===== src/common/cpu_pkg.sv =====
package cpu_pkg;

    localparam int XLEN       = 32;
    localparam int REG_ADDR_W = 5;
    localparam int ROM_ADDR_W = 8;    // Instruction word address
    localparam int RAM_WORDS  = 64;
    localparam int RAM_ADDR_W = $clog2(RAM_WORDS);
    localparam int PWM_W      = 8;
    localparam int LED_W      = 6;
    localparam int LED_REG    = 31;   // Register mirrored on the LEDs

    // Address map: top three bits pick the device
    localparam logic [2:0] DEV_RAM = 3'b000;
    localparam logic [2:0] DEV_PWM = 3'b001;

    typedef enum logic [6:0] {
        OPC_OP     = 7'b0110011,
        OPC_OP_IMM = 7'b0010011,
        OPC_LOAD   = 7'b0000011,
        OPC_STORE  = 7'b0100011,
        OPC_BRANCH = 7'b1100011
    } opcode_t;

    typedef enum logic [2:0] {
        ALU_ADD,
        ALU_SUB,
        ALU_AND,
        ALU_OR,
        ALU_XOR,
        ALU_SLT
    } alu_op_t;

endpackage


===== src/hdl/ram.sv =====
`timescale 1ns/1ps

module ram import cpu_pkg::*; (
    input  logic                  clk,
    input  logic                  enable,
    input  logic [RAM_ADDR_W-1:0] address,
    input  logic [XLEN-1:0]       data_in,
    input  logic                  write_enable,
    output logic [XLEN-1:0]       data_out
);

    logic [XLEN-1:0] mem [RAM_WORDS];

    always_ff @(posedge clk) begin
        if (enable && write_enable)
            mem[address] <= data_in;
    end

    assign data_out = mem[address];  // Same-cycle read for the load path

endmodule


===== config.mk =====
export PLATFORM = sky130hd
export DESIGN_NAME = ram
export DESIGN_NICKNAME = d
export VERILOG_FILES = /design/src/common/cpu_pkg.sv /design/src/hdl/ram.sv
export SDC_FILE = /design/constraint.sdc
export NUM_CORES = 2
export LEC_CHECK = 0
export BUFFER_PORTS_ARGS = -buffer_cell sky130_fd_sc_hd__buf_2
export CAP_MARGIN = 20
export CORE_MARGIN = 4
export CORE_UTILIZATION = 54
export CTS_CLUSTER_DIAMETER = 60
export DETAILED_ROUTE_END_ITERATION = 10
export GPL_TIMING_DRIVEN = 0
export PLACE_DENSITY = 0.7
export REMOVE_ABC_BUFFERS = 1
export SYNTH_ARGS = -nofsm -noshare
export SYNTH_HDL_FRONTEND = slang
export SYNTH_SLANG_ARGS = --single-unit
export TNS_END_PERCENT = 100

===== constraint.sdc =====
create_clock -name clk -period 10.99 [get_ports clk]
set_input_delay 1.6485 -clock clk [delete_from_list [all_inputs] [get_ports clk]]
set_output_delay 1.6485 -clock clk [all_outputs]
set_load 0.01 [all_outputs]

==> key figures <==
GRT
  • Initial antenna violation count: 14
  • Vias in the first global route: 43.9k
  • Grt ovf: 0
  • Total track usage: 0.287
  • Largest net degree at the start of global routing: 144
  • First-pass GRT wire length: 315 mm

Synthesis
  • Post-synthesis cell area: 79300 um^2
  • Register bit total from synthesis: 2048
  • Post-synthesis sequential area ratio: 0.776
  • Mean post-synth cell area: 17.7 um^2
  • Async set or reset register ratio after synthesis: 0
  • Top_reg_cell synth: edfxtp_1
  • Area leader, netlist: edfxtp_1
  • Post-synth EDFFs: 2048
  • Synth unique cells: 68
  • Cells taking the most area after synthesis: edfxtp_1 78%, a221oi_1 3.1%, a22oi_1 2.8%, mux2_2 2.5%, mux2i_1 1.4%
  • Synth top area share: 0.776
  • Mapped Cells: 4488
  • Yosys warnings: 0

Floorplan
  • Die area: 153000 um^2
  • Initial Utilization: 0.544
  • Die height: 391 um
  • Core area: 146000 um^2
  • Std-Cell Rows: 140
  • Die X: 391 um
  • Top Ports: 73

Clock network
  • Total CTS buffers: 197
  • CTS Hold Bufs: 0
  • Clock Sinks: 2048
  • Max clock buf depth: 3
  • Clock Tree Root: clkbuf_16
  • Post_cts resized: 0
  • CTS tree: done
  • Clock-pin slew of the registers on the worst-case setup and hold paths: 0.06 ns
  • H-tree depth: 4
  • Setup Buffers After CTS: 0

Layout
  • Layout cells sized above 1: 0.185
  • Top Registers: mem (2048)
  • Top reg by flops: mem
  • Layout area overhead: 14.7%
  • Nets: 4618
  • Fillers: 9873
  • Max reg flops: 2048
  • Non-filler instance count after layout: 6659

STA
  • Tightest Pin Transition: 1.17 ns
  • Hold Fails Final Rpt: 0
  • Period minus WS final: 8.40 ns
  • Final number of setup-violating endpoints: 0
  • Final Slew Violations: 0
  • Max Fclk: 119 MHz
  • Period utilisation layout: 0.764
  • Relative slew slack: 0.218
  • Final worst setup slack: 2.59 ns
  • RSZ-0062 raised after global routing: false
  • Setup tns final: 0 ns

Route
  • Post-DRT Antenna Nets: 0
  • WL final: 221 mm
  • Vias: 46.0k
  • Drt via density: 6.91
  • Detailed-route DRC error count: 0
  • DRT iter0 DRCs: 6954
  • Drt first pass iters: 7
  • Routed wire per std cell: 33.2 um

Setup path
  • Worst Setup End Kind: output port
  • Crit path launch type: primary input
  • Delay-heaviest family, CP: buffers and inverters
  • Slowest CP cell: a211oi_1
  • CP cell instances: buf_8 > buf_16 > buf_16 > inv_4 > buf_16 > a221oi_1 > o22ai_1 > a211oi_1 > nand3_1 > buf_2
  • Critical path class: primary input to output port
  • Largest stage delay, worst path: 0.81 ns
  • Max FO, Critical Path: 143
  • Worst path arrival time: 6.75 ns
  • CP bufs+invs: 6
  • Most common cell on crit path: buf_16
  • Worst endpoint required time: 9.34 ns

Power and ir drop
  • VDD IR max: 0.158 mV
  • PwrDens: 177 nW/um^2
  • Leakage power: 28.1 nW

Flow run
  • Max Cap Viol: 0

Placement
  • Routability congestion estimate: 0.870
  • Detailed placement HPWL: 134 mm
  • Number of port buffers: 72
  • DP Cell Count: 6283
  • Pre-CTS setup slack: 2.90 ns

Status
  • Run status: finished clean

Hold path
  • Worst min path class: primary input to register
## placed cells by master (no fill, tap or decap), types with 47 or more instances in the layout
| master | instances |
|---|---|
| clkinv_1 | 49 |
| clkbuf_16 | 201 |
| nand3_1 | 115 |
| o22a_1 | 56 |
| buf_12 | 95 |
| o21ai_0 | 83 |
| mux2i_1 | 114 |
| a221oi_1 | 283 |
| edfxtp_1 | 2048 |
| mux2_2 | 178 |
| nor3b_1 | 62 |
| and3_1 | 61 |
| nor2_4 | 68 |
| a31oi_1 | 58 |
| or3b_2 | 55 |
| buf_2 | 76 |
| clkbuf_1 | 47 |
| buf_16 | 55 |
| nand3b_1 | 110 |
| a22oi_1 | 293 |
| a21oi_1 | 90 |
| o22ai_1 | 64 |
## layout make-up
cell class                 count  area (um^2)  area share
clock inverter               109          943      0.0104
multi-input combinational   2071        16700       0.184
antenna                        7         17.5    0.000193
timing repair buffer         254         4100      0.0450
tap                         1917         2400      0.0264
clock buffer                 248         5210      0.0573
sequential                  2048        61500       0.676
inverter                       5         28.8    0.000316
## power by group
group	internal [mW]	switching [mW]	total (mW)
clock network	3.68	2.83	6.50
logic	0.277	0.644	0.921
registers	8.62	0.00677	8.63
## cells by family after synthesis
family,synth area share
AO/OA/AOI/OAI,0.110
buffers and inverters,0.0212
flip-flops,0.776
multiplexers,0.0451
AND/OR/NAND/NOR,0.0482
## metal layers
metal	vias to the layer above	wire length [um]	track usage
li1	19000	-	-
met1	23500	84100	0.406
met2	3053	100000	0.429
met3	485	27400	0.0724
met4	6	9430	0.118
met5	-	41	0
## final timing paths
kind                          endpoint  cells past startpoint  slack (ns)       start
setup / recovery          data_out[15]                     10        2.59  address[0]
hold / removal    mem[62][5]$_DFFE_PP_                      1        1.23  data_in[5]
## synth_stat cells (7+ instances only)
master / instances
edfxtp_1: 2048
a22oi_1: 293
a221oi_1: 283
clkbuf_1: 189
mux2_2: 178
nand3_1: 116
buf_2: 114
mux2i_1: 114
nand3b_1: 110
a21oi_1: 90
o21ai_0: 83
nor2_1: 74
nor3b_1: 64
o22ai_1: 64
and3_1: 62
a31oi_1: 58
o22a_1: 56
or3b_2: 55
o221ai_1: 39
a22o_1: 31
nor3_1: 31
a211oi_1: 30
buf_1: 30
o2111ai_1: 29
nor4_1: 28
a2111o_1: 27
a21o_1: 27
nand2_1: 26
buf_4: 21
mux4_2: 18
buf_6: 10
a32oi_1: 9
and2_1: 7
nand2b_1: 7
o21ai_1: 7
## through the flow
step,total power [mW],hold WS [ns],cell area [um^2],utilization
2_1_floorplan,9.12,1.75,77600,-
4_1_cts,16.1,1.21,90700,0.622
3_5_place_dp,9.68,2.09,84500,0.580
5_1_grt,16.5,1.20,90900,0.624
6_report,16.1,1.23,90900,0.624
3_3_place_gp,9.67,2.41,80400,0.551
No activity file was read; power rests on OpenSTA's default activity.
