<file path="src/common/cpu_pkg.sv">
package cpu_pkg;

    localparam int XLEN       = 32;
    localparam int REG_ADDR_W = 5;
    localparam int ROM_ADDR_W = 8;    // Instruction word address
    localparam int RAM_WORDS  = 64;
    localparam int RAM_ADDR_W = $clog2(RAM_WORDS);
    localparam int PWM_W      = 8;
    localparam int LED_W      = 6;
    localparam int LED_REG    = 31;   // Register mirrored on the LEDs

    // Address map: top three bits pick the device
    localparam logic [2:0] DEV_RAM = 3'b000;
    localparam logic [2:0] DEV_PWM = 3'b001;

    typedef enum logic [6:0] {
        OPC_OP     = 7'b0110011,
        OPC_OP_IMM = 7'b0010011,
        OPC_LOAD   = 7'b0000011,
        OPC_STORE  = 7'b0100011,
        OPC_BRANCH = 7'b1100011
    } opcode_t;

    typedef enum logic [2:0] {
        ALU_ADD,
        ALU_SUB,
        ALU_AND,
        ALU_OR,
        ALU_XOR,
        ALU_SLT
    } alu_op_t;

endpackage

</file>
<file path="src/hdl/pwm_peripheral.sv">
`timescale 1ns/1ps

module pwm_peripheral import cpu_pkg::*; (
    input  logic             clk,
    input  logic             arst_n,
    input  logic             write_enable,
    input  logic [PWM_W-1:0] duty_in,
    output logic             pwm_out
);

    logic [PWM_W-1:0] duty;
    logic [PWM_W-1:0] counter;

    always_ff @(posedge clk or negedge arst_n) begin
        if (!arst_n) begin
            duty    <= '0;
            counter <= '0;
        end else begin
            counter <= counter + 1'b1;  // Free running, wraps every 256 clocks
            if (write_enable)
                duty <= duty_in;
        end
    end

    assign pwm_out = counter < duty;

endmodule

</file>
<file path="config.mk">
export PLATFORM = sky130hd
export DESIGN_NAME = pwm_peripheral
export DESIGN_NICKNAME = d
export VERILOG_FILES = /design/src/common/cpu_pkg.sv /design/src/hdl/pwm_peripheral.sv
export SDC_FILE = /design/constraint.sdc
export NUM_CORES = 1
export LEC_CHECK = 0
export BUFFER_PORTS_ARGS = -buffer_cell sky130_fd_sc_hd__buf_2
export CAP_MARGIN = 20
export CORE_UTILIZATION = 35
export DETAILED_ROUTE_END_ITERATION = 6
export GPL_ROUTABILITY_DRIVEN = 0
export PLACE_DENSITY = 0.61
export SLEW_MARGIN = 5
export SYNTH_ARGS = -nofsm -noshare
export SYNTH_HDL_FRONTEND = slang
export SYNTH_SLANG_ARGS = --single-unit
export TNS_END_PERCENT = 50
</file>
<file path="constraint.sdc">
create_clock -name clk -period 3.1 [get_ports clk]
set_input_delay 0.155 -clock clk [delete_from_list [all_inputs] [get_ports clk]]
set_output_delay 0.155 -clock clk [all_outputs]
set_load 0.01 [all_outputs]
</file>
==> impl_metrics.csv <==
group,metric,value,unit
clock_network,cts.sinks,16,
synth,synth_nets,94,
synth,synthFlopType,"dfrtp_1",
setup_path,worstSetupPathType,"register to primary output",
placement,dpl_cell_area,856,µm²
clock_network,cts_buffers,3,
global_route,grt_pass1_wl,2.33,mm
setup_path,cp_num_cells,5,
finish,layout.nets,110,
floorplan,die_h,49.0,µm
synth,yosys_warnings,0,
placement,hpwlAfterDp,932,µm
timing,min_period,1.72,ns
floorplan,start_util,38.2,%
flow_run,cap_viol_max_count,0,
synth,synthDistinctLibCells,17,
setup_path,path_common_cell,"a21oi_1",
setup_path,crit_required,2.94,ns
routing,detail_route.iter0.violations,7,
global_route,antenna_found_initial,0,
global_route,grt_max_degree,17,
floorplan,dieArea,2400,µm²
floorplan,fp.dieW,49.0,µm
timing,tns,0,ns
finish,final.fill_count,207,
timing,finalMaxSlewViolations,0,
timing,fin_worst_skew,0.00369,ns
pwr,power_density,413,nW/µm²
floorplan,coreArea,2020,µm²
clock_network,post_cts_buffers,0,
clock_network,cts_root_buffer,"clkbuf_4",
routing,drt-pass1-iter-count,2,
setup_path,cpPeakStageDelay,0.41,ns
timing,slew_headroom,75.8,%
setup_path,cp_max_fo,3,
setup_path,setup.worst_path.start,"counter[7]",
worst_hold_path,hp-start,"duty_in[4]",
timing,fmax,583,MHz
routing,viasPerCell,4.56,
pwr,leakage,0.456,nW
synth,async_flop_share,100,%
clock_network,cts_buffer_depth,2,
synth,synth_area,772,µm²
synth,ys_seq_area_share,51.9,%
placement,placedCellCount,112,
synth,synth_cells,75,
clock_network,clock_latency,0.28,ns
routing,drc_errors,0,
timing,finalSetupViolCount,0,
finish,final_cells,116,
finish,multi_input_area,337,µm²
synth,ys_ff_latch,16,
synth,netlist.area_leader.share,51.9,%
setup_path,worstRegToRegCells,4,
floorplan,io-pin-count,12,
worst_hold_path,holdPathStages,3,
setup_path,slowest_stage,"dfrtp_1",
finish,final_area,888,µm²
finish,drive_gt1_share,20.2,%
status,status,"complete, no violations",
synth,synth_edf_count,0,
routing,wirelength,1.26,mm
setup_path,reg2reg_from,"counter[0]",
synth,synth_xor_area_share,6.81,%
placement,port_buffers,11,
clock_network,path_clk_slew,0.09,ns
synth,yosys.area_share.simple,13.6,%
clock_network,h-tree-depth,1,
synth,netlist_top_cells_area,"dfrtp_1, ha_1, nand2_1, o21ai_0, xor2_1",
timing,rsz0062_at_grt,"false",
routing,avgRoutedWirePerCell,10.8,µm
global_route,grt_usage,12.7,%
clock_network,post_cts_resize_count,0,
routing,via_count,529,
timing,hold_viol,0,
finish,n_antenna_cell,0,
worst_hold_path,hold_class,"primary input to register",
synth,synth_compound_area_share,8.75,%
setup_path,cp_num_buf_inv,1,
timing,period_share,55.3,%
pwr,ir_drop,0.000285,V
finish,ff_latch_area,400,µm²
synth,syn_avg_cell_area,10.3,µm²
floorplan,core.rowCount,16,
synth,muxShareOfSynthArea,1.46,%
global_route,first_global_vias,580,
synth,synth_top_family_by_area,"simple AND/OR/NAND/NOR gates",
setup_path,critPathTopFamily,"compound AO/OA/AOI/OAI gates",
setup_path,path_cells,"ha_1, a21oi_1, o211ai_1, a21oi_1, buf_2",
synth,yosysTopAreaCell,"dfrtp_1",
clock_network,cts_tree,"done",
timing,tightest_slew,0.363,ns
setup_path,crit_arrival,1.56,ns
routing,ant_nets,0,
synth,synthAdderAreaFrac,13.0,%
setup_path,worst_setup_path_start_kind,"register",
finish,area_growth,15.1,%
synth,synth.most_common_cell,"dfrtp_1",
pwr,p_total,0.367,mW
setup_path,end_kind,"primary output",
global_route,grt_remaining_overflow,0,
synth,synthTopCellsByCount,"dfrtp_1, nand2_1, ha_1, inv_1, o21ai_0",
-- worst reg2reg max path, stage by stage (launching register included) --
cell and delay (ns):
dfrtp_1 0.44, ha_1 0.21, nand3_1 0.11, nor2_1 0.15
xor2_1 0.16
-- area by class of cell --
cell class | count | area share (%)
Timing Repair Buffer | 12 | 7.32
Tap cell | 27 | 3.80
Sequential cell | 16 | 45.1
Inverter | 8 | 3.38
Multi-Input combinational cell | 50 | 37.9
Clock buffer | 3 | 2.54
-- where the power goes --
part / leakage [nW] / total, mW / internal, mW / switching [mW]
Clock: 0.0138 / 0.104 / 0.0450 / 0.0589
Combinational: 0.248 / 0.0430 / 0.0183 / 0.0247
Sequential: 0.194 / 0.220 / 0.218 / 0.00234
Total: 0.456 / 0.367 / 0.281 / 0.0859
-- cells by family after synthesis --
family,count (synthesis)
buffers and inverters,9
and+or+nand+nor,22
DFF,16
AOI/OAI and AO/OA,13
muxes,1
xor gates and xnor gates,6
adders and majority gates,8
-- worst paths after layout --
| path | to | slack, ns |
|---|---|---|
| worst min register to register | counter[7] | 0.49 |
| worst max-delay path | pwm_out | 1.38 |
| max in group asynchronous | counter[1] | 2.52 |
| worst max register to register | counter[6] | 1.95 |
| min in group asynchronous | duty[5] | 0.31 |
| worst min-delay path | duty[4] | 0.08 |
-- metrics by stage --
step                      hold slack (ns)  util (%)  worst slack [ns]
after global routing               0.0816      43.9              1.27
final                              0.0772      43.9              1.38
after CTS                          0.0712      43.9              1.37
after detailed placement           0.0890      42.3              1.70
after floorplan                    -0.141         -              1.82
after global placement             0.0849      42.3              1.71
-- layer usage --
metal / vias up / wire [µm] / global-route usage, %
met5: - / 0 / 0
met4: 0 / 4 / 3.43
li1: 274 / - / -
met1: 240 / 604 / 14.3
met3: 2 / 70 / 5.92
met2: 13 / 575 / 21.5
-- repair_timing --
action                                 in CTS  in global routing
hold buffers                                1                  0
endpoints found under the hold margin      16                  0
setup endpoints to repair                   0                  0
-- layout by cell type, fill, tap and decap left out --
| master | n |
|---|---|
| nor2_1 | 3 |
| o211ai_1 | 1 |
| inv_1 | 8 |
| xor2_1 | 4 |
| o21ai_0 | 8 |
| buf_2 | 11 |
| nand3_2 | 1 |
| nor3_2 | 1 |
| xnor2_1 | 2 |
| dlygate4sd3_1 | 1 |
| nor2b_1 | 1 |
| nand2_1 | 11 |
| a21oi_1 | 4 |
| ha_1 | 8 |
| nand3_1 | 4 |
| mux2_2 | 1 |
| clkbuf_4 | 3 |
| dfrtp_1 | 16 |
| nand2_2 | 1 |
-- sequential cells by signal, indices dropped and copies added (netlist names) --
| name | cells |
|---|---|
| counter | 8 |
| duty | 8 |
Power figures use the tool's default switching activity.
