==> config.mk <==
export PLATFORM = sky130hd
export DESIGN_NAME = fetch
export DESIGN_NICKNAME = d
export VERILOG_FILES = /design/src/common/cpu_pkg.sv /design/src/pipeline/fetch.sv
export SDC_FILE = /design/constraint.sdc
export NUM_CORES = 1
export LEC_CHECK = 0
export BUFFER_PORTS_ARGS = -buffer_cell sky130_fd_sc_hd__buf_2
export CAP_MARGIN = 5
export CORE_MARGIN = 8
export CORE_UTILIZATION = 54
export CTS_CLUSTER_DIAMETER = 50
export DETAILED_ROUTE_END_ITERATION = 6
export PLACE_DENSITY_LB_ADDON = 0.08
export REMOVE_ABC_BUFFERS = 1
export SKIP_CTS_REPAIR_TIMING = 1
export SLEW_MARGIN = 20
export SYNTH_ARGS = -nofsm -noshare
export SYNTH_HDL_FRONTEND = slang
export SYNTH_SLANG_ARGS = --single-unit
==> constraint.sdc <==
create_clock -name clk -period 5 [get_ports clk]
set_input_delay 1 -clock clk [delete_from_list [all_inputs] [get_ports clk]]
set_output_delay 1 -clock clk [all_outputs]
set_load 0.01 [all_outputs]
==> src/common/cpu_pkg.sv <==
package cpu_pkg;

    localparam int XLEN       = 32;
    localparam int REG_ADDR_W = 5;
    localparam int ROM_ADDR_W = 8;    // Instruction word address
    localparam int RAM_WORDS  = 64;
    localparam int RAM_ADDR_W = $clog2(RAM_WORDS);
    localparam int PWM_W      = 8;
    localparam int LED_W      = 6;
    localparam int LED_REG    = 31;   // Register mirrored on the LEDs

    // Address map: top three bits pick the device
    localparam logic [2:0] DEV_RAM = 3'b000;
    localparam logic [2:0] DEV_PWM = 3'b001;

    typedef enum logic [6:0] {
        OPC_OP     = 7'b0110011,
        OPC_OP_IMM = 7'b0010011,
        OPC_LOAD   = 7'b0000011,
        OPC_STORE  = 7'b0100011,
        OPC_BRANCH = 7'b1100011
    } opcode_t;

    typedef enum logic [2:0] {
        ALU_ADD,
        ALU_SUB,
        ALU_AND,
        ALU_OR,
        ALU_XOR,
        ALU_SLT
    } alu_op_t;

endpackage

==> src/pipeline/fetch.sv <==
`timescale 1ns/1ps

module fetch import cpu_pkg::*; (
    input  logic                  clk,
    input  logic                  arst_n,
    input  logic                  enable,
    input  logic                  stall,
    input  logic                  branch_taken,
    input  logic [XLEN-1:0]       branch_target,
    input  logic [XLEN-1:0]       rom_data,
    output logic [ROM_ADDR_W-1:0] rom_address,
    output logic [XLEN-1:0]       pc,
    output logic [XLEN-1:0]       instr,
    output logic                  valid
);

    logic [XLEN-1:0] fetch_pc;

    assign rom_address = fetch_pc[ROM_ADDR_W+1:2];  // Word addressed ROM

    always_ff @(posedge clk or negedge arst_n) begin
        if (!arst_n) begin
            fetch_pc <= '0;
            valid    <= 1'b0;
        end else if (enable) begin
            if (branch_taken) begin
                fetch_pc <= branch_target;
                valid    <= 1'b0;           // Squash the wrong-path fetch
            end else if (!stall) begin
                fetch_pc <= fetch_pc + 32'd4;
                valid    <= 1'b1;
            end
        end
    end

    always_ff @(posedge clk) begin
        if (enable && !branch_taken && !stall) begin
            pc    <= fetch_pc;
            instr <= rom_data;
        end
    end

endmodule

==> flow_summary_export.csv <==
group,metric,value,unit
power_and_ir_drop,pwr-share-comb,0.118,
yosys,ys_seq_area_frac,0.674,
yosys,synth_top_area_share,0.472,
die,start_util,0.559,
power_and_ir_drop,p_sw_frac,0.251,
worst_setup_path,required,5.03,ns
yosys,synth_area_leaders,"edfxtp_1, dfrtp_1, a21oi_1",
power_and_ir_drop,ir_drop,0.203,mV
clocking,clk-insertion-delay-late,0.35,ns
route,drtIter0Drc,398,
worst_setup_path,worstReg2RegEnd,"fetch_pc[30]",
die,die_w,103,um
yosys,ys_warn_count,0,
clocking,cts_tree,"yes",
layout,layout_common_cells,"buf_2, edfxtp_1, dfrtp_1",
sta,finalHoldViolations,0,
die,dieArea,0.0106,sq mm
die,pin_count,142,
layout,final_area,0.00506,sq mm
route,drtAntennaViolNets,0,
global_route,grt_use_total,0.199,
layout,antennaDiodeCount,0,
worst_setup_path,crit_path_max_incr_delay,0.52,ns
power_and_ir_drop,power.leakage,2.09,nW
die,fp-row-count,31,
worst_setup_path,reg2reg_setup_slack,2.72,ns
clocking,cts_root_buf,"clkbuf_8",
route,vias_per_cell,5.77,
sta,slew_headroom,0.432,
outcome,outcome,"finished, final reports clean",
place,dpl_cell_area,0.00481,sq mm
worst_setup_path,critPathSlowestCell,"inv_2",
layout,num-fill-cells,582,
worst_setup_path,cp-end-kind,"flop",
layout,final_common_cell,"buf_2",
clocking,cts_sinks,97,
route,dr.pass1.iters,5,
worst_setup_path,cp-start-kind,"input pin",
sta,min_period,3.05,ns
worst_setup_path,cp_num_buf_inv,5,
sta,setup_viol,0,
yosys,yosysUniqueCellTypes,49,
sta,whs,0.457,ns
yosys,syn_inst,328,
sta,skew,0.00991,ns
yosys,syn_avg_cell_area,12.4,sq um
route,wl_per_cell,18.1,um
layout,fin_util,0.694,
clocking,h-tree-depth,3,
route,vias,3263,
run,cap_viol_max_count,0,
worst_setup_path,path_common_cell,"buf_4",
clocking,clockBufferDepth,2,
power_and_ir_drop,p_int,0.00137,W
place,dp_cells,550,
hold_path,whs_endpoint,"pc[0]",
global_route,grt_max_degree,47,
layout,fin_cells,566,
global_route,first_global_vias,3245,
die,die_h,103,um
yosys,synth.largest_area_cell,"edfxtp_1",
global_route,overflow,0,
sta,rsz0062_at_grt,"false",
die,core-area,0.00729,sq mm
global_route,grt_pass1_wl,16.2,mm
layout,drive_gt1_frac,0.358,
worst_setup_path,path_max_fanout,46,
clocking,numCtsBuffers,9,
worst_setup_path,worst-setup-path-type,"in2reg",
route,finalWirelength,10.3,mm
place,hpwl,7.45,mm
global_route,antenna_found_initial,0,
worst_setup_path,critical-path-top-delay-family,"buffers and inverters",
power_and_ir_drop,pwr-share-seq,0.545,
sta,worst_slew_pin_slew,0.849,ns
place,portBuffers,141,
yosys,synth_area,0.00408,sq mm
sta,min_period_over_period,0.611,
sta,finalMaxSlewViolations,0,
layout,finish.net_count,532,
clocking,path_clk_slew,0.09,ns
sta,fin_setup_tns,0,ns
sta,fmax,328,MHz
place,gp_congestion,0.941,
power_and_ir_drop,switchingPower,0.000458,W
worst_setup_path,path_cells,"buf_2 -> buf_4 -> inv_1 -> nor2_1 -> nand2_1 -> inv_2 -> buf_4",
hold_path,hp-start,"fetch_pc[0]",
worst_setup_path,r2r_cells,6,
hold_path,hold_path_class,"reg2reg",
worst_setup_path,reg2reg_from,"fetch_pc[2]",
route,drc,0,
hold_path,hold-path-cell-count,0,
yosys,ys_seq_elements,97,
worst_setup_path,cp.arrival,3.09,ns
power_and_ir_drop,power.density,361,mW/mm^2
power_and_ir_drop,clkPwrFrac,0.337,
layout,area_delta_synth_final,24.2,%
## worst max-delay path by stage
stage / start / endpoint / slack [ns] / depth (start not counted)
after detailed placement: enable / instr[29] / 1.59 / 7
after global placement: enable / instr[28] / 1.66 / 7
final: enable / instr[15] / 1.95 / 7
after CTS: enable / instr[15] / 1.96 / 7
after floorplan: branch_taken / instr[0] / 1.83 / 3
after global routing: enable / instr[1] / 1.72 / 7
## state kept, by name (all words and copies together), names as in the netlist
register,flops
instr,32
pc,32
fetch_pc,32
valid,1
## area by class of cell
class	instances	area, sq um	area share
flip-flops and latches	97	2750	0.543
repair buffers	144	728	0.144
inverters	9	33.8	0.00668
clock inverters	5	108	0.0213
multi-input cells	201	1180	0.233
well taps	99	124	0.0245
clock buffers	11	141	0.0279
## synthesized netlist by cell type, drive strengths merged
master  count
a22oi       7
dfrtp      33
and4        1
o31ai       6
or2         1
edfxtp     64
clkbuf      9
mux2i       5
nor4b       1
xor2        1
or3         2
buf        12
xnor2       3
or4         2
a21o        3
o21bai      1
o32ai       1
nand2      32
inv         9
o211ai      1
nor2       10
o22ai      12
and2        1
o21a        1
nand3      15
a222oi      1
ha          1
and4b       1
o21ai      17
nor4        6
and3        5
nand2b      2
nand4b      1
a21oi      28
a22o        4
o311ai      1
a41o        1
a31o        1
nor2b       5
nor3        9
nand4      12
## per-layer routing
layer | vias up | wire length (um) | GRT usage
met5 | - | 0 | 0
met4 | 0 | 132 | 0.0690
met3 | 20 | 1170 | 0.0459
met2 | 181 | 4620 | 0.310
met1 | 1548 | 4340 | 0.267
li1 | 1514 | - | -
## metrics by stage
| stage | setup slack, ns | power (W) |
|---|---|---|
| 5_1_grt | 1.72 | 0.00191 |
| 2_1_floorplan | 1.83 | 0.00111 |
| 3_5_place_dp | 1.59 | 0.00123 |
| 6_report | 1.95 | 0.00183 |
| 4_1_cts | 1.96 | 0.00184 |
| 3_3_place_gp | 1.66 | 0.00122 |
## power groups by stage
stage	registers, W	logic [W]	clock network [W]
3_3_place_gp	0.00101	0.000212	0
6_report	0.000996	0.000216	0.000617
3_5_place_dp	0.00101	0.000216	0
5_1_grt	0.00101	0.000241	0.000656
2_1_floorplan	0.00101	0.000100	0
4_1_cts	0.000995	0.000218	0.000624
## cell families (layout without fill, tap and decap cells)
group	Yosys count	count (layout)	share of synthesized area
buffers and inverters	30	169	0.0368
AO/OA/AOI/OAI	85	85	0.129
adder cells (fa/ha/maj)	1	1	0.00307
multiplexers	5	5	0.0123
AND/OR/NAND/NOR	106	106	0.136
XOR/XNOR	4	4	0.00860
flip-flops	97	97	0.674
(Power assumes the default switching activity.)
