**src/common/cpu_pkg.sv**
```systemverilog
package cpu_pkg;

    localparam int XLEN       = 32;
    localparam int REG_ADDR_W = 5;
    localparam int ROM_ADDR_W = 8;    // Instruction word address
    localparam int RAM_WORDS  = 64;
    localparam int RAM_ADDR_W = $clog2(RAM_WORDS);
    localparam int PWM_W      = 8;
    localparam int LED_W      = 6;
    localparam int LED_REG    = 31;   // Register mirrored on the LEDs

    // Address map: top three bits pick the device
    localparam logic [2:0] DEV_RAM = 3'b000;
    localparam logic [2:0] DEV_PWM = 3'b001;

    typedef enum logic [6:0] {
        OPC_OP     = 7'b0110011,
        OPC_OP_IMM = 7'b0010011,
        OPC_LOAD   = 7'b0000011,
        OPC_STORE  = 7'b0100011,
        OPC_BRANCH = 7'b1100011
    } opcode_t;

    typedef enum logic [2:0] {
        ALU_ADD,
        ALU_SUB,
        ALU_AND,
        ALU_OR,
        ALU_XOR,
        ALU_SLT
    } alu_op_t;

endpackage

```
**src/pipeline/memory.sv**
```systemverilog
`timescale 1ns/1ps

module memory import cpu_pkg::*; (
    input  logic                  clk,
    input  logic                  arst_n,
    input  logic                  enable,
    input  logic [XLEN-1:0]       ex_mem_result,
    input  logic [XLEN-1:0]       ex_mem_store_value,
    input  logic                  ex_mem_mem_read,
    input  logic                  ex_mem_mem_write,
    input  logic                  ex_mem_reg_write,
    input  logic [REG_ADDR_W-1:0] ex_mem_reg_dest,
    input  logic [XLEN-1:0]       ram_data_out,
    output logic [RAM_ADDR_W-1:0] mem_addr,
    output logic [XLEN-1:0]       mem_write_data,
    output logic                  ram_write_enable,
    output logic                  pwm_write_enable,
    output logic                  mem_wb_reg_write,
    output logic [REG_ADDR_W-1:0] mem_wb_reg_dest,
    output logic [XLEN-1:0]       mem_wb_value
);

    logic [2:0]      device;
    logic [XLEN-1:0] load_data;

    assign device         = ex_mem_result[XLEN-1:XLEN-3];
    assign mem_addr       = ex_mem_result[RAM_ADDR_W+1:2];
    assign mem_write_data = ex_mem_store_value;

    // RAM qualifies its own write with enable
    assign ram_write_enable = ex_mem_mem_write && device == DEV_RAM;
    assign pwm_write_enable = ex_mem_mem_write && device == DEV_PWM && enable;

    assign load_data = (device == DEV_RAM) ? ram_data_out : '0;  // PWM reads as zero

    always_ff @(posedge clk or negedge arst_n) begin
        if (!arst_n)
            mem_wb_reg_write <= 1'b0;
        else if (enable)
            mem_wb_reg_write <= ex_mem_reg_write;
    end

    always_ff @(posedge clk) begin
        if (enable) begin
            mem_wb_reg_dest <= ex_mem_reg_dest;
            mem_wb_value    <= ex_mem_mem_read ? load_data : ex_mem_result;
        end
    end

endmodule

```
**config.mk**
```make
export PLATFORM = sky130hd
export DESIGN_NAME = memory
export DESIGN_NICKNAME = d
export VERILOG_FILES = /design/src/common/cpu_pkg.sv /design/src/pipeline/memory.sv
export SDC_FILE = /design/constraint.sdc
export NUM_CORES = 1
export LEC_CHECK = 0
export ABC_AREA = 1
export BUFFER_PORTS_ARGS = -buffer_cell sky130_fd_sc_hd__buf_2
export CORE_MARGIN = 2
export CORE_UTILIZATION = 35
export DETAILED_ROUTE_END_ITERATION = 16
export GPL_TIMING_DRIVEN = 0
export PLACE_DENSITY = 0.82
export SLEW_MARGIN = 20
export SYNTH_ARGS = -nofsm -noshare
export SYNTH_HDL_FRONTEND = slang
export SYNTH_SLANG_ARGS = --single-unit
```
**constraint.sdc**
```tcl
create_clock -name clk -period 1.1 [get_ports clk]
set_input_delay 0.055 -clock clk [delete_from_list [all_inputs] [get_ports clk]]
set_output_delay 0.055 -clock clk [all_outputs]
set_load 0.05 [all_outputs]
```
==> reports/qor.yml, run 1 <==
run_status:
  status: "complete, no violations"
global_routing:
  grtUsageTotal_pct: 16.90
  grt_overflow: 0
  first_global_vias: 2028
  grt_start_max_net_pins: 41
  grt_pass1_wl_mm: 9.377
  antenna_found_initial: 0
route:
  viasPerCell: 4.273
  drc_errors: 0
  wl_mm: 6.011
  top_layer_used: "met4"
  initialDrtViolationCount: 64
  dr_wl_met2_mm: 3.115
  num_vias: 2145
  wire_per_inst_um: 11.97
  firstDrtPassIters: 4
  ant_nets: 0
  wl_met1_mm: 2.304
  wl_met3_um: 522
layout:
  drive_gt1_share_pct: 49.65
  area_growth_pct: 47.61
  design_area_um2: 3278
  n_antenna_cell: 0
  nNetsFinal: 531
clocking:
  cts_sinks: 38
  clock_latency_ns: 0.27
  cts_tree: "yes"
  post_cts_buffers: 0
  htree_levels: 2
  cts_buffer_depth: 2
  cts.clk_slew.worst_paths_ns: 0.08
  cts_made_buffers: 5
  root_buffer: "clkbuf_8"
sta:
  fin_crit_ns: 0.9974
  whs_ns: 0.03444
  hold_violations: 0
  max_slew_margin_pct: 66.90
  fin_crit_sh_pct: 90.68
  slew_viol_final: 0
  rsz0062_at_grt: "false"
  setup_viol: 0
  fin_ws_ns: 0.1026
  fin_skew_ns: 0
  worstMarginPinSlew_ns: 0.4965
  max_freq_mhz: 1003
placement:
  hpwl_mm: 4.746
  io_buffers: 151
  post_dp_cell_area_um2: 3073
  place_ws_ns: -0.2254
  place.gp.congestion: 0.7873
die:
  num_rows: 29
  core_area_um2: 6241
  start_util_pct: 35.59
  pin_count: 185
  dieArea_um2: 6998
  die_w_um: 83.66
  dieHeight_um: 83.66
hold_path:
  hold_class: "in2reg"
  min_from: "ex_mem_result[28]"
logic_synthesis:
  synthTopCellsByArea: "edfxtp_1 50%, nand2_1 17%, buf_4 14%"
  netlist_area_um2: 2221
  yosysTopAreaCellShare_pct: 50.03
  synth.distinct_cells: 12
  synth_edf_count: 37
  syn-num-nets: 366
  async_reset_ff_share_pct: 2.632
  synth-seq-area-share_pct: 51.15
  yosys_warnings: 0
  syn_inst: 259
  synth_most_common_cell: "nand2_1"
  synth_top_flop_cell: "edfxtp_1"
  synthTopCellsByCount: "99 x nand2_1, 42 x buf_4, 37 x edfxtp_1, 34 x inv_1, 32 x nand3_1"
  synth_top_cell_by_area: "edfxtp_1"
  avgSynthCellArea_um2: 8.575
  ys_ff_latch: 38
critical_path:
  crit_arrival_ns: 0.94
  worstSetupEndpointType: "output pin"
  critPathLaunchType: "input port"
  cp_max_fo: 40
  r2r-start: "mem_wb_reg_write"
  crit_type: "in2out"
  crit_path_start: "enable"
  cp.required_ns: 1.04
power:
  peakVddDrop_uv: 660.4
  leakagePower_nw: 1.925
  power.density_nw_per_um2: 1386
run:
  maxCapViolCount: 0
[flip-flops by register name, indices dropped and copies added, names as in the netlist]
signal	flops
mem_wb_value	32
mem_wb_reg_dest	5
mem_wb_reg_write	1
[metrics by stage]
step	power [mW]	setup TNS, ns	utilization, %	std cells
2_1_floorplan	2.792	0	-	259
3_3_place_gp	3.163	-2.148	49.24	487
3_5_place_dp	3.181	-2.268	49.24	487
4_1_cts	4.594	0	52.53	502
5_1_grt	4.739	0	52.53	502
6_report	4.545	0	52.53	502
[worst paths after layout]
path	end	slack (ns)	cells after the start
max reg2reg	mem_wb_reg_write	0.48	2
max	pwm_write_enable	0.10	4
max in group asynchronous	mem_wb_reg_write	0.93	2
min	mem_wb_value[28]	0.03	3
min reg2reg	mem_wb_reg_write	0.52	2
min in group asynchronous	mem_wb_reg_write	0.09	2
[final cells by class]
cell class | count | area, um2
clock inverter | 3 | 63.81
sequential | 38 | 1136
buffer | 51 | 397.9
clock buffer | 5 | 68.82
timing repair buffer | 158 | 828.3
fill | 573 | 2963
multi-input combinational | 135 | 555.5
tap | 77 | 96.34
inverter | 35 | 131.4
[report_power, final]
group | internal (mW) | total, mW | switching [mW]
Combinational | 0.410 | 1.40 | 0.992
Clock | 0.897 | 1.39 | 0.491
Sequential | 1.72 | 1.76 | 0.0306
[kinds of logic after synthesis]
group | Yosys count | synth area share (%)
simple gates | 134 | 24.79
buf+inv | 86 | 23.83
flops | 38 | 51.15
compound gates | 1 | 0.2251
[cell usage in the layout (no fill, tap or decap), drive strengths merged]
| cell | netlist | layout |
|---|---|---|
| edfxtp | 37 | 37 |
| nor2 | 3 | 3 |
| inv | 35 | 35 |
| clkinv | 0 | 1 |
| nand2 | 99 | 99 |
| dfrtp | 1 | 1 |
| nand3 | 32 | 32 |
| bufinv | 0 | 2 |
| o21ai | 1 | 1 |
| dlygate4sd3 | 0 | 7 |
| clkbuf | 0 | 5 |
| buf | 51 | 202 |
[metal layers]
layer | track usage (%) | vias up
met5 | 0 | -
met4 | 5.718 | 0
met3 | 3.956 | 4
met2 | 30.25 | 118
met1 | 19.79 | 933
li1 | - | 1090
[repair_timing]
item,CTS,global route
endpoints found under the hold margin,7,0
setup endpoints to repair,1,0
resized for setup,1,0
hold buffers,7,0
[worst max-delay path, cell delays in order]
cell and delay (ns):
buf_4 0.40, nand2_1 0.10, nor2_1 0.10, buf_2 0.27
Power figures use the tool's default switching activity.
==> inputs of run 2 (changes only) <==
--- a/config.mk
+++ b/config.mk
@@ -8,10 +8,10 @@
 export ABC_AREA = 1
 export BUFFER_PORTS_ARGS = -buffer_cell sky130_fd_sc_hd__buf_2
 export CORE_MARGIN = 2
-export CORE_UTILIZATION = 35
+export CORE_UTILIZATION = 42
 export DETAILED_ROUTE_END_ITERATION = 16
 export GPL_TIMING_DRIVEN = 0
-export PLACE_DENSITY = 0.82
+export PLACE_DENSITY = 0.94
 export SLEW_MARGIN = 20
 export SYNTH_ARGS = -nofsm -noshare
 export SYNTH_HDL_FRONTEND = slang
==> reports/qor.yml, run 2 (synthesis results as in run 1) <==
sta:
  timing.setup.tns_ns: 0
  fin_crit_sh_pct: 91.05
  fin_skew_ns: 0
  max_slew_margin_pct: 66.68
  whs_ns: 0.0002716
  fin_crit_ns: 1.002
  slew_viol_final: 0
  rsz0062_at_grt: "false"
  hold_violations: 0
  worstMarginPinSlew_ns: 0.4997
  setup_viol: 0
  max_freq_mhz: 998.4
  fin_ws_ns: 0.09840
placement:
  post_dp_cell_area_um2: 3064
  placed_cells: 480
  place.gp.congestion: 0.7906
  place_ws_ns: -0.1940
  io_buffers: 151
  hpwl_mm: 4.897
hold_path:
  hold_class: "in2reg"
route:
  wire_per_inst_um: 12.85
  wl_mm: 6.348
  initialDrtViolationCount: 115
  viasPerCell: 4.470
  ant_nets: 0
  num_vias: 2208
  drc_errors: 0
  firstDrtPassIters: 5
critical_path:
  crit_type: "in2out"
  cp_max_fo: 40
  worstSetupEndpointType: "output pin"
  cp.required_ns: 1.04
  crit_arrival_ns: 0.95
  critPathLaunchType: "input port"
power:
  total_power_mw: 4.564
  combPwrFrac_pct: 30.8
  p_sw_mw: 1.534
  leakagePower_nw: 1.921
  power.density_nw_per_um2: 1400
  power_frac_seq_pct: 38.5
  p_int_mw: 3.029
  peakVddDrop_uv: 643.8
  p_clk_share_pct: 30.7
  p_sw_share_pct: 33.62
die:
  dieHeight_um: 76.72
  dieArea_um2: 5885
  start_util_pct: 43.48
  die_w_um: 76.72
  num_rows: 26
  core_area_um2: 5107
  pin_count: 185
clocking:
  cts_sinks: 38
  post_cts_buffers: 0
  clock_latency_ns: 0.28
  cts_made_buffers: 5
  htree_levels: 2
  cts_tree: "yes"
  cts_buffer_depth: 2
  cts.clk_slew.worst_paths_ns: 0.07
  root_buffer: "clkbuf_8"
layout:
  final_cell_mix: "153 x buf_2, 99 x nand2_1, 43 x buf_4, 37 x edfxtp_1, 34 x inv_1"
  largest_reg_flops: 32
  final_cells: 494
  nNetsFinal: 530
  final_core_util_pct: 63.82
  n_antenna_cell: 0
  area_growth_pct: 46.76
  top_register: "mem_wb_value"
  layout_commonest_cell: "buf_2"
  largest_registers: "mem_wb_value x32, mem_wb_reg_dest x5, mem_wb_reg_write x1"
  drive_gt1_share_pct: 49.76
  design_area_um2: 3259
global_routing:
  grtUsageTotal_pct: 21.02
  antenna_found_initial: 0
  grt_overflow: 0
  first_global_vias: 2196
  grt_pass1_wl_mm: 9.867
  grt_start_max_net_pins: 41
run:
  maxCapViolCount: 0
run_status:
  status: "complete, no violations"
-- run 2: timing repair --
item                                    CTS  global route
resized for setup                         1             0
endpoints found under the setup margin    1             0
endpoints found under the hold margin     6             0
hold buffers                              6             0
-- run 2: critical path, cell delays in order --
cell	delay [ns]
buf_4	0.41
nand2_1	0.10
nor2_1	0.10
buf_2	0.26
-- run 2: area by class of cell --
type / instances / area, um2
Fill cell: 467 / 1848
Sequential cell: 38 / 1136
Timing Repair Buffer: 157 / 818.3
Multi-Input combinational cell: 135 / 555.5
Buffer: 51 / 397.9
Inverter: 35 / 131.4
Tap cell: 70 / 87.58
Clock buffer: 5 / 68.82
Clock inverter: 3 / 63.81
-- run 2: path summary, 6_finish.rpt --
path                                  start                to  slack, ns  cells past startpoint
min in group asynchronous            arst_n  mem_wb_reg_write       0.12                      2
max in group asynchronous            arst_n  mem_wb_reg_write       0.89                      2
max                                  enable  pwm_write_enable        0.1                      4
min                        ex_mem_reg_write  mem_wb_reg_write     0.0003                      3
min reg2reg                mem_wb_reg_write  mem_wb_reg_write       0.56                      2
max reg2reg                mem_wb_reg_write  mem_wb_reg_write       0.44                      2
-- run 2: per-layer routing --
layer / wire (um) / part of all wire, % / track usage (%) / vias up
li1: - / - / - / 1091
met1: 2153 / 34 / 21.80 / 980
met2: 3545 / 56 / 41.84 / 123
met3: 503 / 7.9 / 3.529 / 14
met4: 145 / 2.3 / 7.273 / 0
met5: 0 / 0 / 0 / -
-- run 2: power by group through the flow --
stage	clock network [mW]	logic, mW	registers [mW]
floorplan	0	0.576	2.22
global placement	0	1.38	1.78
detailed placement	0	1.40	1.79
CTS	1.41	1.42	1.76
global route	1.48	1.49	1.77
finish	1.40	1.41	1.75
