$ cat config.mk
export PLATFORM = sky130hd
export DESIGN_NAME = decode
export DESIGN_NICKNAME = d
export VERILOG_FILES = /design/src/common/cpu_pkg.sv /design/src/pipeline/decode.sv
export SDC_FILE = /design/constraint.sdc
export NUM_CORES = 1
export LEC_CHECK = 0
export BUFFER_PORTS_ARGS = -buffer_cell sky130_fd_sc_hd__buf_2
export CAP_MARGIN = 20
export CORE_MARGIN = 10
export CORE_UTILIZATION = 42
export CTS_BUF_LIST = sky130_fd_sc_hd__clkbuf_8 sky130_fd_sc_hd__clkbuf_16
export DETAILED_ROUTE_END_ITERATION = 8
export PLACE_DENSITY = 0.8
export SYNTH_ARGS = -nofsm -noshare
export SYNTH_HDL_FRONTEND = slang
export SYNTH_SLANG_ARGS = --single-unit
$ cat constraint.sdc
create_clock -name clk -period 2.2 [get_ports clk]
set_input_delay 0.55 -clock clk [delete_from_list [all_inputs] [get_ports clk]]
set_output_delay 0.55 -clock clk [all_outputs]
set_load 0.005 [all_outputs]
$ cat src/common/cpu_pkg.sv
package cpu_pkg;

    localparam int XLEN       = 32;
    localparam int REG_ADDR_W = 5;
    localparam int ROM_ADDR_W = 8;    // Instruction word address
    localparam int RAM_WORDS  = 64;
    localparam int RAM_ADDR_W = $clog2(RAM_WORDS);
    localparam int PWM_W      = 8;
    localparam int LED_W      = 6;
    localparam int LED_REG    = 31;   // Register mirrored on the LEDs

    // Address map: top three bits pick the device
    localparam logic [2:0] DEV_RAM = 3'b000;
    localparam logic [2:0] DEV_PWM = 3'b001;

    typedef enum logic [6:0] {
        OPC_OP     = 7'b0110011,
        OPC_OP_IMM = 7'b0010011,
        OPC_LOAD   = 7'b0000011,
        OPC_STORE  = 7'b0100011,
        OPC_BRANCH = 7'b1100011
    } opcode_t;

    typedef enum logic [2:0] {
        ALU_ADD,
        ALU_SUB,
        ALU_AND,
        ALU_OR,
        ALU_XOR,
        ALU_SLT
    } alu_op_t;

endpackage

$ cat src/pipeline/decode.sv
`timescale 1ns/1ps

module decode import cpu_pkg::*; (
    input  logic                  clk,
    input  logic                  arst_n,
    input  logic                  enable,
    input  logic [XLEN-1:0]       instr,
    input  logic [XLEN-1:0]       pc,
    input  logic                  valid,
    input  logic [XLEN-1:0]       value1,
    input  logic [XLEN-1:0]       value2,
    input  logic                  branch_taken,
    output logic [REG_ADDR_W-1:0] rs1,
    output logic [REG_ADDR_W-1:0] rs2,
    output logic                  stall,
    output logic [XLEN-1:0]       imm,
    output alu_op_t               alu_op,
    output logic                  alu_src,
    output logic                  mem_read,
    output logic                  mem_write,
    output logic                  reg_write,
    output logic [REG_ADDR_W-1:0] reg_dest,
    output logic                  branch,
    output logic                  branch_ne,
    output logic [XLEN-1:0]       pc_out,
    output logic [REG_ADDR_W-1:0] rs1_out,
    output logic [REG_ADDR_W-1:0] rs2_out,
    output logic [XLEN-1:0]       value1_out,
    output logic [XLEN-1:0]       value2_out,
    output logic                  de_valid
);

    opcode_t         opcode;
    logic [2:0]      funct3;
    logic [XLEN-1:0] dec_imm;
    alu_op_t         dec_alu_op;
    logic            dec_alu_src, dec_mem_read, dec_mem_write, dec_reg_write, dec_branch;

    function automatic alu_op_t funct_alu(input logic [2:0] f3, input logic sub);
        case (f3)
            3'b000:  funct_alu = sub ? ALU_SUB : ALU_ADD;
            3'b010:  funct_alu = ALU_SLT;
            3'b100:  funct_alu = ALU_XOR;
            3'b110:  funct_alu = ALU_OR;
            3'b111:  funct_alu = ALU_AND;
            default: funct_alu = ALU_ADD;
        endcase
    endfunction

    assign opcode = opcode_t'(instr[6:0]);
    assign funct3 = instr[14:12];
    assign rs1    = instr[19:15];
    assign rs2    = instr[24:20];

    // Load in execute whose result is needed here
    assign stall = mem_read && reg_dest != '0 && (reg_dest == rs1 || reg_dest == rs2);

    always_comb begin
        dec_imm       = {{20{instr[31]}}, instr[31:20]};  // I-type
        dec_alu_op    = ALU_ADD;
        dec_alu_src   = 1'b0;
        dec_mem_read  = 1'b0;
        dec_mem_write = 1'b0;
        dec_reg_write = 1'b0;
        dec_branch    = 1'b0;
        case (opcode)
            OPC_OP: begin
                dec_alu_op    = funct_alu(funct3, instr[30]);
                dec_reg_write = 1'b1;
            end
            OPC_OP_IMM: begin
                dec_alu_op    = funct_alu(funct3, 1'b0);
                dec_alu_src   = 1'b1;
                dec_reg_write = 1'b1;
            end
            OPC_LOAD: begin
                dec_alu_src   = 1'b1;
                dec_mem_read  = 1'b1;
                dec_reg_write = 1'b1;
            end
            OPC_STORE: begin
                dec_imm       = {{20{instr[31]}}, instr[31:25], instr[11:7]};
                dec_alu_src   = 1'b1;
                dec_mem_write = 1'b1;
            end
            OPC_BRANCH: begin
                dec_imm    = {{19{instr[31]}}, instr[31], instr[7], instr[30:25],
                              instr[11:8], 1'b0};
                dec_branch = 1'b1;
            end
            default: ;  // Unsupported opcode acts as a NOP
        endcase
    end

    always_ff @(posedge clk or negedge arst_n) begin
        if (!arst_n) begin
            de_valid  <= 1'b0;
            mem_read  <= 1'b0;
            mem_write <= 1'b0;
            reg_write <= 1'b0;
            branch    <= 1'b0;
        end else if (enable) begin
            if (branch_taken || stall || !valid) begin  // Bubble
                de_valid  <= 1'b0;
                mem_read  <= 1'b0;
                mem_write <= 1'b0;
                reg_write <= 1'b0;
                branch    <= 1'b0;
            end else begin
                de_valid  <= 1'b1;
                mem_read  <= dec_mem_read;
                mem_write <= dec_mem_write;
                reg_write <= dec_reg_write;
                branch    <= dec_branch;
            end
        end
    end

    always_ff @(posedge clk) begin
        if (enable) begin
            imm        <= dec_imm;
            alu_op     <= dec_alu_op;
            alu_src    <= dec_alu_src;
            reg_dest   <= instr[11:7];
            branch_ne  <= funct3[0];    // BNE has funct3 001
            pc_out     <= pc;
            rs1_out    <= rs1;
            rs2_out    <= rs2;
            value1_out <= value1;
            value2_out <= value2;
        end
    end

endmodule

==> flow_summary.yaml, run 1 <==
final_layout:
  diodes: 0
  final-seq-area_um2: 4000
  fin_area_um2: 6730
  nFillCells: 800
  multiInputGateArea_um2: 354
  drive_gt1_share_pct: 62.6
  area_growth_pct: 46.0
  nNetsFinal: 657
  layout.cells.non_filler: 677
drt:
  dr.pass1.iters: 4
  remaining_drc_errors: 0
  routed-wl-met2_um: 7650
  drt-met1-wl_um: 5360
  drt-total-wl_um: 14300
  routed-wl-met3_um: 1090
  drtIter0Drc: 194
  maxUsedRoutingLayer: "met4"
  route.vias.total: 3145
  ant_nets: 0
  wl_per_cell_um: 21.1
  via_per_inst: 4.65
timing:
  post-route-min-period_ns: 2.35
  rsz0062_at_grt: "yes"
  final.period_utilization_pct: 107
  finalHoldViolCount: 0
  setup_violations: 1
  drv_slew: 0
  fin_ws_ns: -0.148
  slew_headroom_pct: 72.9
  timing.fmax_mhz: 426
  clock_skew_ns: 0.00470
  worst_pin_slew_ns: 0.403
worst_setup_path:
  cp_num_buf_inv: 1
  timing.setup.critical_path_class: "register to output port"
  reg2regPathDepth: 6
  slowest_delay_ns: 0.53
  crit_family: "simple AND/OR/NAND/NOR gates"
  crit_path_start_kind: "register"
  cp_max_fo: 3
  r2r-end: "de_valid$_DFFE_PN0P_"
  crit_start: "reg_dest[2]$_DFFE_PP_"
  required_ns: 1.65
  r2r_slack_ns: 0.53
  cpMaxStageDelayCell: "or4_4"
  path_cells: "or4_4, o21ai_2, nor2_1, buf_2"
  arrival_ns: 1.80
  endpoint_kind: "output port"
  r2r_start: "reg_dest[2]$_DFFE_PP_"
global_route:
  grt_max_degree: 60
  grt_pass1_vias: 3379
  grt-ovfl-total: 0
  antenna_found_initial: 0
  grt_usage_pct: 17.7
  grt_pass1_wl_um: 20900
clock_network:
  cts_tree: "yes"
  cts-root-buf: "clkbuf_8"
  clk_path_buf_depth: 2
  cts.sinks: 134
  path_clk_slew_ns: 0.06
  clk_latency_ns: 0.51
  htreeDepth: 4
  cts_made_buffers: 17
floorplan:
  die_h_um: 125
  io_pins: 297
  num_rows: 38
  fp.dieW_um: 125
  initial_utilization_pct: 42.7
  die_area_um2: 15600
  core_um2: 10800
logic_synthesis:
  avgSynthCellArea_um2: 20.0
  synth_area_um2: 4610
  yosys_warnings: 0
  synthesis.nets: 363
  ys_seq_area_share_pct: 86.8
  syn_inst: 230
  synth_cell_types: 24
  yosys_register_bits: 134
placed_design:
  port_buffers: 296
  postPlaceCellArea_um2: 6080
  place.gp.congestion: 0.816
  dp.cells: 640
  detailed_place_hpwl_um: 11600
pwr:
  p_per_area_nw_per_um2: 961
  ir_worst_vdd_v: 0.000486
  p_leak_nw: 3.01
outcome:
  status: "finished, violations left"
  violations: "setup timing"
min_path:
  min_path_cells: 1
  hold_end: "value2_out[2]$_DFFE_PP_"
  hp-start: "value2[2]"
  hp-class: "primary input to register"
run:
  drv_cap: 0
==> worst reg2reg max path: cells and delay by family, from the launching register on <==
kind                   cells  cell delay (ns)
AND/OR/NAND/NOR            1             0.17
flip-flops                 1             0.42
buffers and inverters      1             0.16
AO/OA/AOI/OAI              3             0.63
XOR/XNOR                   1             0.15
==> power breakdown <==
group          switching (mW)  internal (mW)
logic                   0.269          0.261
clock network            1.03           1.83
registers              0.0627           3.02
==> synth_stat cells <==
| library cell | n | area, um^2 |
|---|---|---|
| o32ai_1 | 1 | 8.76 |
| nand2_1 | 19 | 71.3 |
| mux2_4 | 1 | 15.0 |
| buf_4 | 29 | 218 |
| inv_1 | 6 | 22.5 |
| a31oi_1 | 1 | 6.26 |
| nand2_4 | 1 | 11.3 |
| o22ai_1 | 3 | 18.8 |
| o21ai_0 | 3 | 15.0 |
| or4_1 | 1 | 7.51 |
| edfxtp_1 | 129 | 3870 |
| or3_1 | 1 | 6.26 |
| o21ai_1 | 1 | 5.00 |
| nor3_1 | 4 | 20.0 |
| xnor2_1 | 1 | 8.76 |
| a211oi_1 | 1 | 7.51 |
| a22oi_1 | 1 | 7.51 |
| nor2_1 | 7 | 26.3 |
| or4_4 | 1 | 11.3 |
| clkinv_4 | 1 | 8.76 |
| xor2_1 | 10 | 87.6 |
| nand2b_1 | 2 | 12.5 |
| buf_6 | 1 | 11.3 |
| dfrtp_1 | 5 | 125 |
==> final cells by class <==
| class | instances | share of cell area [%] |
|---|---|---|
| sequential | 134 | 59.5 |
| timing repair buffer | 305 | 23.3 |
| clock buffer | 17 | 6.16 |
| multi-input combinational | 59 | 5.27 |
| clock inverter | 15 | 2.75 |
| tap | 140 | 2.60 |
| inverter | 7 | 0.465 |
==> sequential cells by signal, indices dropped and copies added (netlist names) <==
register    count
branch          1
reg_write       1
mem_write       1
pc_out         32
de_valid        1
alu_src         1
rs2_out         5
value2_out     32
reg_dest        5
mem_read        1
alu_op          3
branch_ne       1
rs1_out         5
value1_out     32
imm            13
==> worst max path at each step <==
stage	to	slack [ns]	depth (start not counted)
final	stall	-0.15	4
after global routing	stall	-0.23	4
after CTS	stall	-0.15	4
after detailed placement	imm[11]$_DFFE_PP_	0.08	6
after global placement	imm[11]$_DFFE_PP_	0.14	6
after floorplan	imm[11]$_DFFE_PP_	0.26	6
==> cell families (layout without fill, tap and decap cells) <==
kind of cell,Yosys count,count (layout),synth area share [%]
AOI/OAI and AO/OA,11,11,1.49
xor gates and xnor gates,11,11,2.09
buffers and inverters,37,344,5.65
DFF,134,134,86.8
muxes,1,1,0.326
and+or+nand+nor,36,36,3.61
==> layer usage <==
metal | up-vias | GRT usage, %
li1 | 1424 | -
met4 | 0 | 6.31
met5 | - | 0
met3 | 21 | 6.64
met2 | 175 | 31.5
met1 | 1525 | 18.6
==> placed cells by master, fill, tap and decap left out, types with 3 or more instances in the layout <==
cell,count
buf_2,295
buf_4,8
bufinv_16,4
clkbuf_16,16
clkinv_1,3
dfrtp_1,5
edfxtp_1,129
inv_1,9
inv_6,3
nand2_1,19
nor2_1,7
nor3_1,4
o22ai_1,3
xor2_1,10
==> per-stage QoR <==
step	hold WS [ns]	total power, mW	setup slack [ns]	TNS, ns	utilization [%]
floorplan	0.254	3.25	0.262	0	-
global placement	0.366	3.63	0.143	0	56.3
detailed placement	0.371	3.66	0.0834	0	56.3
CTS	0.187	6.53	-0.154	-0.154	62.3
global route	0.182	6.70	-0.234	-0.234	62.3
finish	0.213	6.46	-0.148	-0.148	62.3
==> what timing repair did <==
item,CTS,global route
gates resized for setup,3,0
setup buffers,4,0
gates cloned,0,0
hold buffers,1,0
setup endpoints to repair,1,1
pin swaps,1,0
hold endpoints to repair,5,0
No activity file was read; power rests on OpenSTA's default activity.
==> inputs of run 2 (changes only) <==
--- a/config.mk
+++ b/config.mk
@@ -5,13 +5,14 @@
 export SDC_FILE = /design/constraint.sdc
 export NUM_CORES = 1
 export LEC_CHECK = 0
+export ABC_AREA = 1
 export BUFFER_PORTS_ARGS = -buffer_cell sky130_fd_sc_hd__buf_2
 export CAP_MARGIN = 20
 export CORE_MARGIN = 10
 export CORE_UTILIZATION = 42
 export CTS_BUF_LIST = sky130_fd_sc_hd__clkbuf_8 sky130_fd_sc_hd__clkbuf_16
 export DETAILED_ROUTE_END_ITERATION = 8
-export PLACE_DENSITY = 0.8
+export PLACE_DENSITY = 0.79
 export SYNTH_ARGS = -nofsm -noshare
 export SYNTH_HDL_FRONTEND = slang
 export SYNTH_SLANG_ARGS = --single-unit
==> flow_summary.yaml, run 2 <==
timing:
  post-route-min-period_ns: 2.17
  final.period_utilization_pct: 98.5
  finalHoldViolCount: 0
  holdWs_ns: 0.214
  slew_headroom_pct: 71.7
  clock_skew_ns: 0.00514
  rsz0062_at_grt: "yes"
  setup_violations: 0
  drv_slew: 0
  timing.fmax_mhz: 462
  fin_ws_ns: 0.0332
  worst_pin_slew_ns: 0.425
placed_design:
  place.gp.congestion: 0.817
  port_buffers: 296
  dp_slack_ns: 0.291
  detailed_place_hpwl_um: 11200
  postPlaceCellArea_um2: 6190
final_layout:
  final_cell_mix: "buf_2 (295), edfxtp_1 (129), nand2_1 (45), inv_1 (17), clkbuf_16 (16)"
  drive_gt1_share_pct: 60.3
  nFillCells: 817
  reg_top3: "pc_out (32), value1_out (32), value2_out (32)"
  nNetsFinal: 694
  final-seq-area_um2: 4000
  area_growth_pct: 44.9
  final_util_pct: 62.6
  fin_area_um2: 6820
  multiInputGateArea_um2: 410
  layout_commonest_cell: "buf_2"
pwr:
  ir_worst_vdd_v: 0.000465
  total_power_mw: 6.40
  p_per_area_nw_per_um2: 938
  p_leak_nw: 3.16
outcome:
  status: "complete, no violations"
logic_synthesis:
  synth_most_common_cell: "edfxtp_1"
  avgSynthCellArea_um2: 17.5
  yosysTopAreaCellShare_pct: 82.3
  synthesis.nets: 402
  synth_area_um2: 4700
  synthArstFlopShare_pct: 3.73
  syn_inst: 269
  yosys-top-cells-count: "edfxtp_1 (129), nand2_1 (45), buf_4 (29), inv_1 (16), nor2_1 (10)"
  yosys_warnings: 0
  synth-edff-count: 129
  ys.flop_type: "edfxtp_1"
  yosysTopAreaCell: "edfxtp_1"
  synth_cell_types: 22
  ys_seq_area_share_pct: 85.0
  synth.area.top_cells: "edfxtp_1 (82%), buf_4 (4.6%), nand2_1 (3.6%)"
  yosys_register_bits: 134
global_route:
  grt_usage_pct: 16.9
  grt-ovfl-total: 0
  antenna_found_initial: 1
  grt_max_degree: 82
  grt_pass1_vias: 3435
  grt_pass1_wl_um: 20600
floorplan:
  core_um2: 10900
  die_h_um: 126
  die_area_um2: 15800
  fp.dieW_um: 126
  initial_utilization_pct: 43.2
  io_pins: 297
  num_rows: 38
worst_setup_path:
  arrival_ns: 1.62
  required_ns: 1.65
  timing.setup.critical_path_class: "register to output port"
  endpoint_kind: "output port"
  cp_max_fo: 4
  crit_path_start_kind: "register"
drt:
  dr.pass1.iters: 4
  wl_per_cell_um: 19.4
  drt-total-wl_um: 13900
  ant_nets: 0
  route.vias.total: 3241
  remaining_drc_errors: 0
  drtIter0Drc: 139
  via_per_inst: 4.53
run:
  drv_cap: 0
clock_network:
  clk_latency_ns: 0.51
  path_clk_slew_ns: 0.06
  cts.sinks: 134
  cts_tree: "yes"
  cts_made_buffers: 17
  htreeDepth: 4
  cts-root-buf: "clkbuf_8"
  clk_path_buf_depth: 2
min_path:
  hp-class: "primary input to register"
run 2: changes by cell type in the layout (fill, tap and decap cells not counted), moves of 3 or more:
cell	previous run	this run
inv_1	9	17
nand2_1	19	45
o21ai_0	2	5
nand3_1	0	6
buf_4	8	4
inv_2	0	6
xor2_1	10	0
nor2_2	0	4
run 2: layout make-up:
class                           instances  share of cell area [%]
Antenna cell                            1                  0.0367
Clock buffer                           17                    6.07
Clock inverter                         15                    2.61
Inverter                               22                    1.21
Multi-Input combinational cell         84                    6.02
Sequential cell                       134                    58.7
Tap cell                              140                    2.57
Timing Repair Buffer                  302                    22.8
run 2: per-stage QoR:
stage	std cells	TNS [ns]
floorplan	269	0
global placement	678	0
detailed placement	678	0
CTS	714	0
global route	715	-0.116
finish	715	0
run 2: report_power, final:
part | switching (mW) | internal, mW
Combinational | 0.279 | 0.259
Clock | 1.05 | 1.74
Sequential | 0.0583 | 3.01
Total | 1.39 | 5.01
run 2: critical path, stage by stage (launching register included):
cell      delay, ns
edfxtp_1       0.45
inv_1          0.12
nand2_1        0.05
nand2_1        0.08
nor2_2         0.04
nand3_1        0.07
nand2_1        0.06
nand2_2        0.07
inv_1          0.04
buf_2          0.11
run 2: final timing paths:
path	slack, ns	from	depth (start not counted)	end
max	0.03	reg_dest[3]$_DFFE_PP_	9	stall
max in group asynchronous	1.65	arst_n	2	branch$_DFFE_PN0P_
max reg2reg	0.87	reg_dest[3]$_DFFE_PP_	10	reg_write$_DFFE_PN0P_
min reg2reg	0.48	de_valid$_DFFE_PN0P_	2	de_valid$_DFFE_PN0P_
min	0.21	instr[25]	1	imm[5]$_DFFE_PP_
min in group asynchronous	0.41	arst_n	2	de_valid$_DFFE_PN0P_
run 2: logic make-up (layout without fill, tap and decap cells):
kind of cell | after synthesis | after routing | share of synthesized area, %
flops | 134 | 134 | 85.0
xor+xnor | 2 | 2 | 0.372
simple gates | 72 | 72 | 6.94
buf+inv | 51 | 356 | 6.38
compound gates | 10 | 10 | 1.30
other cells | 0 | 1 | 0
run 2: what timing repair did:
item / CTS / global route
hold endpoints to repair: 5 / 0
buffers inserted: 3 / 0
pin swaps: 1 / 1
endpoints found under the setup margin: 1 / 1
resized for setup: 0 / 2
hold buffers: 1 / 0
run 2: metal layers:
| metal | global-route usage, % | wire (um) |
|---|---|---|
| met1 | 17.4 | 5040 |
| met2 | 30.4 | 7470 |
| met3 | 7.05 | 1200 |
| met4 | 5.63 | 201 |
| met5 | 0 | 0 |
